### src/verilog/bbox_pkg.sv
//----------------------------------------
// Shared definitions for the bbox stage
// Fixed-point coordinate format
// Sample-mode code and vertex count
//----------------------------------------
package bbox_pkg;

    // Signed fixed point, integer part sits above RADIX
    localparam int COORD_W = 24;

    // Fraction bits of every coordinate
    localparam int RADIX = 10;

    // Code 1000 shifted by this gives 1 << RADIX, one pixel
    // Smaller codes give half, quarter and eighth pixel steps
    localparam int MSAA_SHIFT = RADIX - 3;

    // Vertices per triangle
    localparam int NUM_VERTS = 3;

    // One x or y value, a box corner component or a screen size
    typedef logic signed [COORD_W-1:0] coord_t;

    // One-hot sample mode
    // 1000 = 1x, 0100 = 4x, 0010 = 16x, 0001 = 64x
    typedef logic [3:0] msaa_t;

endpackage

### src/verilog/bbox_extent.sv
//----------------------------------------
// Triangle extent
// Min and max vertex per axis
// One-hot vertex selects into the box
//----------------------------------------
`timescale 1ns/1ps

module bbox_extent (
    input  logic             clk,
    input  bbox_pkg::coord_t tri_in [bbox_pkg::NUM_VERTS-1:0][1:0],
    output bbox_pkg::coord_t raw_box [1:0][1:0]
);

    // Vertex select bits per [corner][axis]
    logic [bbox_pkg::NUM_VERTS-1:0] sel [1:0][1:0];

    always_comb begin
        for (int a = 0; a < 2; a++) begin
            // Lower-left takes the smallest value
            // Earlier vertex takes a tie so exactly one bit is set
            if ((tri_in[0][a] <= tri_in[1][a]) && (tri_in[0][a] <= tri_in[2][a])) begin
                sel[0][a] = 3'b001;
            end else if (tri_in[1][a] <= tri_in[2][a]) begin
                sel[0][a] = 3'b010;
            end else begin
                sel[0][a] = 3'b100;
            end

            // Upper-right uses the same tie rule on the largest value
            if ((tri_in[0][a] >= tri_in[1][a]) && (tri_in[0][a] >= tri_in[2][a])) begin
                sel[1][a] = 3'b001;
            end else if (tri_in[1][a] >= tri_in[2][a]) begin
                sel[1][a] = 3'b010;
            end else begin
                sel[1][a] = 3'b100;
            end
        end

        // AND-OR mux of the selected vertex coordinate
        for (int c = 0; c < 2; c++) begin
            for (int a = 0; a < 2; a++) begin
                raw_box[c][a] = '0;
                for (int v = 0; v < bbox_pkg::NUM_VERTS; v++) begin
                    if (sel[c][a][v]) begin
                        raw_box[c][a] = raw_box[c][a] | tri_in[v][a];
                    end
                end
            end
        end
    end

    for (genvar a = 0; a < 2; a++) begin : g_order_chk
        // Degenerate triangles give equal corners
        assert property (@(posedge clk) raw_box[1][a] >= raw_box[0][a]);
    end

endmodule

### src/verilog/bbox_snap.sv
//----------------------------------------
// Grid snap of the box corners
// Floor to the sample-mode step
//----------------------------------------
`timescale 1ns/1ps

module bbox_snap (
    input  logic             clk,
    input  bbox_pkg::coord_t raw_box [1:0][1:0],
    input  bbox_pkg::msaa_t  msaa,
    output bbox_pkg::coord_t snapped_box [1:0][1:0]
);

    // Grid step in coordinate units, 1 << RADIX for 1x
    bbox_pkg::coord_t step;
    // Fraction bits that survive the floor
    logic [bbox_pkg::RADIX-1:0] frac_mask;

    assign step = bbox_pkg::coord_t'(msaa) << bbox_pkg::MSAA_SHIFT;
    // Bits below the step are cleared, 1x keeps no fraction at all
    assign frac_mask = ~(step[bbox_pkg::RADIX-1:0] - bbox_pkg::RADIX'(1));

    always_comb begin
        for (int c = 0; c < 2; c++) begin
            for (int a = 0; a < 2; a++) begin
                // Integer part passes, fraction masked
                // Two's complement makes this a floor for negatives too
                snapped_box[c][a] = {raw_box[c][a][bbox_pkg::COORD_W-1:bbox_pkg::RADIX],
                                     raw_box[c][a][bbox_pkg::RADIX-1:0] & frac_mask};
            end
        end
    end

    for (genvar c = 0; c < 2; c++) begin : g_floor_chk
        for (genvar a = 0; a < 2; a++) begin : g_axis
            // Floor only moves down, and by less than one step
            assert property (@(posedge clk)
                (snapped_box[c][a] <= raw_box[c][a]) &&
                ((raw_box[c][a] - snapped_box[c][a]) < step));
        end
    end

    // Mode code is configuration and must name one grid
    assert property (@(posedge clk) $onehot(msaa));

endmodule

### src/verilog/bbox_clip.sv
//----------------------------------------
// Screen clamp and reject
// Clamp corners into the screen
// Drop triangles whose box misses it
//----------------------------------------
`timescale 1ns/1ps

module bbox_clip (
    input  logic             clk,
    input  bbox_pkg::coord_t snapped_box [1:0][1:0],
    input  bbox_pkg::coord_t screen [1:0],
    input  logic             tri_valid,
    output bbox_pkg::coord_t clipped_box [1:0][1:0],
    output logic             clip_valid
);

    // Clamped box still overlaps the screen on this axis
    logic [1:0] on_screen;

    always_comb begin
        for (int a = 0; a < 2; a++) begin
            // Lower-left below origin goes to zero
            if (snapped_box[0][a] < 0) begin
                clipped_box[0][a] = '0;
            end else begin
                clipped_box[0][a] = snapped_box[0][a];
            end

            // Upper-right past the screen goes to the last visible value
            if (snapped_box[1][a] > screen[a]) begin
                clipped_box[1][a] = screen[a];
            end else begin
                clipped_box[1][a] = snapped_box[1][a];
            end

            // A box wholly past either edge misses
            on_screen[a] = (clipped_box[0][a] <= screen[a]) &&
                           (clipped_box[1][a] >= 0);
        end
    end

    // Kept only for a real triangle that lands on screen
    assign clip_valid = tri_valid && (&on_screen);

    for (genvar a = 0; a < 2; a++) begin : g_screen_chk
        // A kept box spans the screen from its lower-left up to its upper-right
        assert property (@(posedge clk) clip_valid |->
            (clipped_box[0][a] <= clipped_box[1][a]));
    end

endmodule

### src/verilog/bbox_pipe.sv
//----------------------------------------
// Stall-aware delay line
// Valid flag, box and vertices
// Only the valid bits are reset
//----------------------------------------
`timescale 1ns/1ps

module bbox_pipe #(
    parameter int PIPE_DEPTH = 3
) (
    input  logic             clk,
    input  logic             rst_n,
    input  logic             stall,
    input  logic             clip_valid,
    input  bbox_pkg::coord_t clipped_box [1:0][1:0],
    input  bbox_pkg::coord_t tri_in [bbox_pkg::NUM_VERTS-1:0][1:0],
    output logic             box_valid,
    output bbox_pkg::coord_t box [1:0][1:0],
    output bbox_pkg::coord_t tri_out [bbox_pkg::NUM_VERTS-1:0][1:0]
);

    // Stage 0 is nearest the input
    logic [PIPE_DEPTH-1:0] valid_q;
    bbox_pkg::coord_t      box_q [PIPE_DEPTH-1:0][1:0][1:0];
    bbox_pkg::coord_t      tri_q [PIPE_DEPTH-1:0][bbox_pkg::NUM_VERTS-1:0][1:0];

    always_ff @(posedge clk) begin
        if (!rst_n) begin
            valid_q <= '0;
        end else if (!stall) begin
            valid_q[0] <= clip_valid;
            for (int s = 1; s < PIPE_DEPTH; s++) begin
                valid_q[s] <= valid_q[s-1];
            end
        end
    end

    // Payload advances with the valid bits and holds on stall
    always_ff @(posedge clk) begin
        if (!stall) begin
            for (int s = 0; s < PIPE_DEPTH; s++) begin
                for (int c = 0; c < 2; c++) begin
                    for (int a = 0; a < 2; a++) begin
                        box_q[s][c][a] <= (s == 0) ? clipped_box[c][a] : box_q[s-1][c][a];
                    end
                end
                for (int v = 0; v < bbox_pkg::NUM_VERTS; v++) begin
                    for (int a = 0; a < 2; a++) begin
                        tri_q[s][v][a] <= (s == 0) ? tri_in[v][a] : tri_q[s-1][v][a];
                    end
                end
            end
        end
    end

    assign box_valid = valid_q[PIPE_DEPTH-1];

    always_comb begin
        for (int c = 0; c < 2; c++) begin
            for (int a = 0; a < 2; a++) begin
                box[c][a] = box_q[PIPE_DEPTH-1][c][a];
            end
        end
        for (int v = 0; v < bbox_pkg::NUM_VERTS; v++) begin
            for (int a = 0; a < 2; a++) begin
                tri_out[v][a] = tri_q[PIPE_DEPTH-1][v][a];
            end
        end
    end

    for (genvar a = 0; a < 2; a++) begin : g_out_chk
        // Box made by extent, snap and clip arrives well ordered
        assert property (@(posedge clk) disable iff (!rst_n)
            box_valid |-> (box[0][a] <= box[1][a]));
    end

endmodule

### src/verilog/bbox_top.sv
//----------------------------------------
// Bounding-box stage top level
// Extent, snap and clip feed the
// delay line
//----------------------------------------
`timescale 1ns/1ps

module bbox_top #(
    parameter int PIPE_DEPTH = 3
) (
    input  logic             clk,
    input  logic             rst_n,
    input  bbox_pkg::coord_t tri_in [bbox_pkg::NUM_VERTS-1:0][1:0],
    input  logic             tri_valid,
    input  logic             stall,
    input  bbox_pkg::coord_t screen [1:0],
    input  bbox_pkg::msaa_t  msaa,
    output bbox_pkg::coord_t tri_out [bbox_pkg::NUM_VERTS-1:0][1:0],
    output bbox_pkg::coord_t box [1:0][1:0],
    output logic             box_valid
);

    // Combinational path, indexed [corner][axis]
    bbox_pkg::coord_t raw_box [1:0][1:0];
    bbox_pkg::coord_t snapped_box [1:0][1:0];
    bbox_pkg::coord_t clipped_box [1:0][1:0];
    logic             clip_valid;

    bbox_extent u_extent (
        .clk     (clk),
        .tri_in  (tri_in),
        .raw_box (raw_box)
    );

    bbox_snap u_snap (
        .clk         (clk),
        .raw_box     (raw_box),
        .msaa        (msaa),
        .snapped_box (snapped_box)
    );

    bbox_clip u_clip (
        .clk         (clk),
        .snapped_box (snapped_box),
        .screen      (screen),
        .tri_valid   (tri_valid),
        .clipped_box (clipped_box),
        .clip_valid  (clip_valid)
    );

    // Vertices bypass the combinational steps and ride along
    bbox_pipe #(
        .PIPE_DEPTH (PIPE_DEPTH)
    ) u_pipe (
        .clk         (clk),
        .rst_n       (rst_n),
        .stall       (stall),
        .clip_valid  (clip_valid),
        .clipped_box (clipped_box),
        .tri_in      (tri_in),
        .box_valid   (box_valid),
        .box         (box),
        .tri_out     (tri_out)
    );

endmodule

### config.mk
export PLATFORM = sky130hd
export DESIGN_NAME = bbox_top
export DESIGN_NICKNAME = d
export VERILOG_FILES = /design/src/verilog/bbox_pkg.sv /design/src/verilog/bbox_extent.sv /design/src/verilog/bbox_snap.sv /design/src/verilog/bbox_clip.sv /design/src/verilog/bbox_pipe.sv /design/src/verilog/bbox_top.sv
export SDC_FILE = /design/constraint.sdc
export NUM_CORES = 1
export LEC_CHECK = 0
export BUFFER_PORTS_ARGS = -buffer_cell sky130_fd_sc_hd__buf_2
export CORE_MARGIN = 5
export CORE_UTILIZATION = 45
export CTS_CLUSTER_SIZE = 10
export DETAILED_ROUTE_END_ITERATION = 12
export PLACE_DENSITY = 0.68
export SYNTH_ARGS = -nofsm -noshare
export SYNTH_HDL_FRONTEND = slang
export SYNTH_SLANG_ARGS = --single-unit
### constraint.sdc
create_clock -name clk -period 14.07 [get_ports clk]
set_input_delay 0 -clock clk [delete_from_list [all_inputs] [get_ports clk]]
set_output_delay 0 -clock clk [all_outputs]
set_load 0.02 [all_outputs]
==> flow_summary.rst <==
.. list-table::
   :header-rows: 1

   * - Metric
     - Value
   * - Run status
     - finished clean
   * - Total routing resource utilization after global routing
     - 19.5%
   * - Longest individual stage delay on the worst path
     - 780 ps
   * - Library cell with the largest summed area after synthesis
     - sky130_fd_sc_hd__edfxtp_1
   * - Min-Delay Endpoint
     - u_pipe.box_q[0][7]
   * - Drt wl/cell
     - 20.6 um
   * - Starting density of the core
     - 45.3%
   * - Final Power
     - approximately 5000 uW
   * - Total instance count after detailed placement
     - 2,957
   * - Nature of the critical path startpoint
     - primary input
   * - Antenna violations before repair
     - 5
   * - Endpoint of the lowest-slack register-to-register path
     - u_pipe.valid_q[2]
   * - Transition time at the pin with the least slew margin
     - 1360 ps
   * - I/O pins
     - about 440
   * - Post-Route Setup TNS
     - 0 ps
   * - Final Setup Violations
     - 0
   * - CP Class
     - in -> reg
   * - CTS root buf
     - sky130_fd_sc_hd__clkbuf_16
   * - Period Utilization, post-route
     - about 48%
   * - Number of resized instances in the post-cts repair step
     - 0
   * - Cell Chain, Critical Path
     - dlygate4sd3_1 > buf_2 > inv_1 > ha_1 > nand4_1 > nor4_1 > and4_1 > o31ai_1 > o211a_1 > mux2_2 > and2_0 > o21ai_1 > ha_1 > a21o_1 > a21o_1 > a21oi_1 > nor2_1 > a2111oi_1 > xnor2_1 > nor2_2 > buf_4 > mux2_2
   * - Top FF cell, synth
     - sky130_fd_sc_hd__edfxtp_1
   * - Final ANT Viol Nets
     - 0
   * - TritonCTS buffer count
     - 79
   * - Clock edge transition at the registers on the reported setup and hold paths
     - around 50 ps
   * - Critical path data required time
     - 14,420 ps
   * - Hold Buf Count CTS
     - 198
   * - Clock sink count
     - 675
   * - Final Instance Count excl. Fillers
     - about 3,300
   * - Die span in x
     - ~260 um
   * - Quantity of I/O buffers inserted on ports
     - between 400 and 500
   * - Placeable core region
     - 61,600 um^2
   * - Most numerous cell types in the synthesized netlist
     - sky130_fd_sc_hd__edfxtp_1 (672), sky130_fd_sc_hd__ha_1 (211), sky130_fd_sc_hd__inv_1 (151)
   * - R2R setup slack
     - 12,900 ps
   * - Die Span Y
     - 259 um
   * - Global placer's final weighted congestion
     - 0.945
   * - Yosys cell types
     - 72
   * - Post-synth EDFFs
     - between 600 and 700
   * - Share of flip-flops with an asynchronous set or reset
     - 0%
   * - Number of hold violations in the final report
     - 0
   * - Shortest clock period the worst path allows after layout
     - 6740 ps
   * - Seq/Total Area, Yosys
     - 72.6%
   * - Worst vdd ir
     - 98.5 uV
   * - Dpl ws
     - 7540 ps
   * - Setup repair bufs after CTS
     - 0
   * - DRC violation count after routing
     - 0
   * - Total congestion overflow
     - 0
   * - Post-synthesis instance area
     - approximately 28,000 um^2
   * - Fmax
     - 148 MHz
   * - TritonCTS clock tree
     - built
   * - Critical path capture point type
     - flip-flop
   * - Standby leakage power
     - about 0.014 uW
   * - Cell Pwr Density
     - 142 nW/um^2
   * - Worst Path Max Fanout
     - 17
   * - Largest buffer count on any clock path
     - 3
   * - Final number of max-transition violations
     - 0
   * - Vias
     - 16,663
   * - Source of the worst register-to-register timing path
     - u_pipe.valid_q[2]
   * - Detailed-route vias per instance
     - 5.11
   * - Min-Delay Path Depth
     - 3
   * - Cell family with the largest share of critical-path delay
     - simple AND/OR/NAND/NOR gates
   * - Worst-skew pair later-pin latency
     - 610 ps
   * - Worst-path cell with the longest stage delay
     - sky130_fd_sc_hd__and2_0
   * - Worst reg2reg path depth
     - 3
   * - Most common cell in the netlist
     - sky130_fd_sc_hd__edfxtp_1
   * - Number of buffers and inverters on the critical path
     - 4
   * - Avg Inst Size Synth
     - 16.4 um^2
   * - Warnings, synthesis
     - 0
   * - Path type of the worst min-delay path
     - in -> reg
   * - Number of register bits inferred by synthesis
     - 675
   * - Synth-to-Final Area Change
     - 26.3%
   * - Std-Cell Rows
     - 91
   * - HP Start
     - msaa[0]
   * - Setup repair after global routing missed its margin
     - no
   * - Max-cap violations
     - 0
   * - Via count of the first global-routing pass
     - 17,185
   * - Largest clock skew in the final design
     - 17.7 ps
   * - Die Area
     - 67,000 um^2
   * - Final WL
     - 67,200 um
   * - WP data arrival
     - 7080 ps
   * - Final Worst Setup Slack
     - roughly 7300 ps
   * - Worst slew margin relative to its limit
     - 9.36%
   * - Layout cells sized above 1
     - roughly a quarter
   * - Area share of the largest cell type after synthesis
     - 72.4%
   * - Total number of nets in the final design
     - 2,810
   * - 1st-pass router iterations
     - 4
   * - Global-route wire length before repair
     - 101,000 um
   * - H-tree depth
     - 3
   * - DP Wirelength
     - 48,600 um
   * - Number of DRC markers in iteration 0
     - 1,203
   * - Cells taking the most area after synthesis
     - sky130_fd_sc_hd__edfxtp_1 (72%), sky130_fd_sc_hd__ha_1 (9.5%), sky130_fd_sc_hd__mux2i_1 (3.2%), sky130_fd_sc_hd__inv_1 (2.0%), sky130_fd_sc_hd__mux2_2 (1.3%)
   * - Post-Synthesis Cells
     - 1,702
   * - Maximum number of pins on one net before global-route repair
     - 86
layout make-up:
type	count	area (um^2)
antenna	4	10.0
clock buffer	87	2010
clock inverter	13	203
fill	4714	26400
inverter	151	571
multi-input combinational	852	6900
sequential	675	20200
tap	837	1050
timing repair buffer	640	4240
worst register-to-register path, stage by stage (launching register included):
cell	delay, ps
sky130_fd_sc_hd__dfxtp_1	310
sky130_fd_sc_hd__mux2i_1	130
sky130_fd_sc_hd__nor2b_1	60
sky130_fd_sc_hd__dlygate4sd3_1	560
cells in the final DEF, fill, tap and decap left out, types with 18 or more instances in the layout:
cell                              n
sky130_fd_sc_hd__edfxtp_1       672
sky130_fd_sc_hd__buf_2          423
sky130_fd_sc_hd__ha_1           211
sky130_fd_sc_hd__dlygate4sd3_1  198
sky130_fd_sc_hd__inv_1          150
sky130_fd_sc_hd__mux2i_1         90
sky130_fd_sc_hd__clkbuf_16       79
sky130_fd_sc_hd__a21oi_1         68
sky130_fd_sc_hd__nor2_1          58
sky130_fd_sc_hd__nand2_1         57
sky130_fd_sc_hd__nand4_1         37
sky130_fd_sc_hd__nand3_1         36
sky130_fd_sc_hd__o21ai_0         35
sky130_fd_sc_hd__mux2_2          32
sky130_fd_sc_hd__a21o_1          28
sky130_fd_sc_hd__nor2b_1         19
sky130_fd_sc_hd__buf_4           19
sky130_fd_sc_hd__nor3_1          18
flip-flops by register name, summed over array words and instances, names as in the netlist:
signal          count
u_pipe.box_q      240
u_pipe.tri_q      432
u_pipe.valid_q      3
how the worst max path moves through the flow:
stage                 from  depth (start not counted)  slack [ps]             endpoint
2_1_floorplan        stall                          1        3690  u_pipe.box_q[0][10]
3_3_place_gp   tri_in[143]                         21        7640  u_pipe.box_q[0][92]
3_5_place_dp   tri_in[143]                         21        7540  u_pipe.box_q[0][92]
4_1_cts        tri_in[103]                         20        7470  u_pipe.box_q[0][55]
5_1_grt        tri_in[143]                         22        6930  u_pipe.box_q[0][92]
6_report       tri_in[137]                         22        7330  u_pipe.box_q[0][92]
power by group:
group,internal [uW],switching (uW)
combinational,278,432
sequential,2460,54.2
clock,1030,756
per-stage QoR:
step	area, um^2	hold WS [ps]	utilization [%]
2_1_floorplan	27900	98.9	-
6_report	35200	69.5	57.2
3_5_place_dp	31000	196	50.4
4_1_cts	35200	31.5	57.2
3_3_place_gp	31000	198	50.4
5_1_grt	35200	53.3	57.2
cell families after synthesis:
group | after synthesis | share of synthesized area, %
AO/OA/AOI/OAI | 222 | 5.23
XOR/XNOR | 3 | 0.0942
adder cells (fa/ha/maj) | 211 | 9.47
buffers and inverters | 190 | 2.93
flip-flops | 675 | 72.6
multiplexers | 122 | 4.52
other | 1 | 0.0134
AND/OR/NAND/NOR | 278 | 5.16
layer usage:
metal	up-vias	track usage (%)	part of all wire (%)
met5	-	0	0
met4	0	5.96	2.3
met3	106	4.45	7.1
met2	542	31.6	48
met1	8141	26.5	43
li1	7874	-	-
No activity file was read; power rests on OpenSTA's default activity.
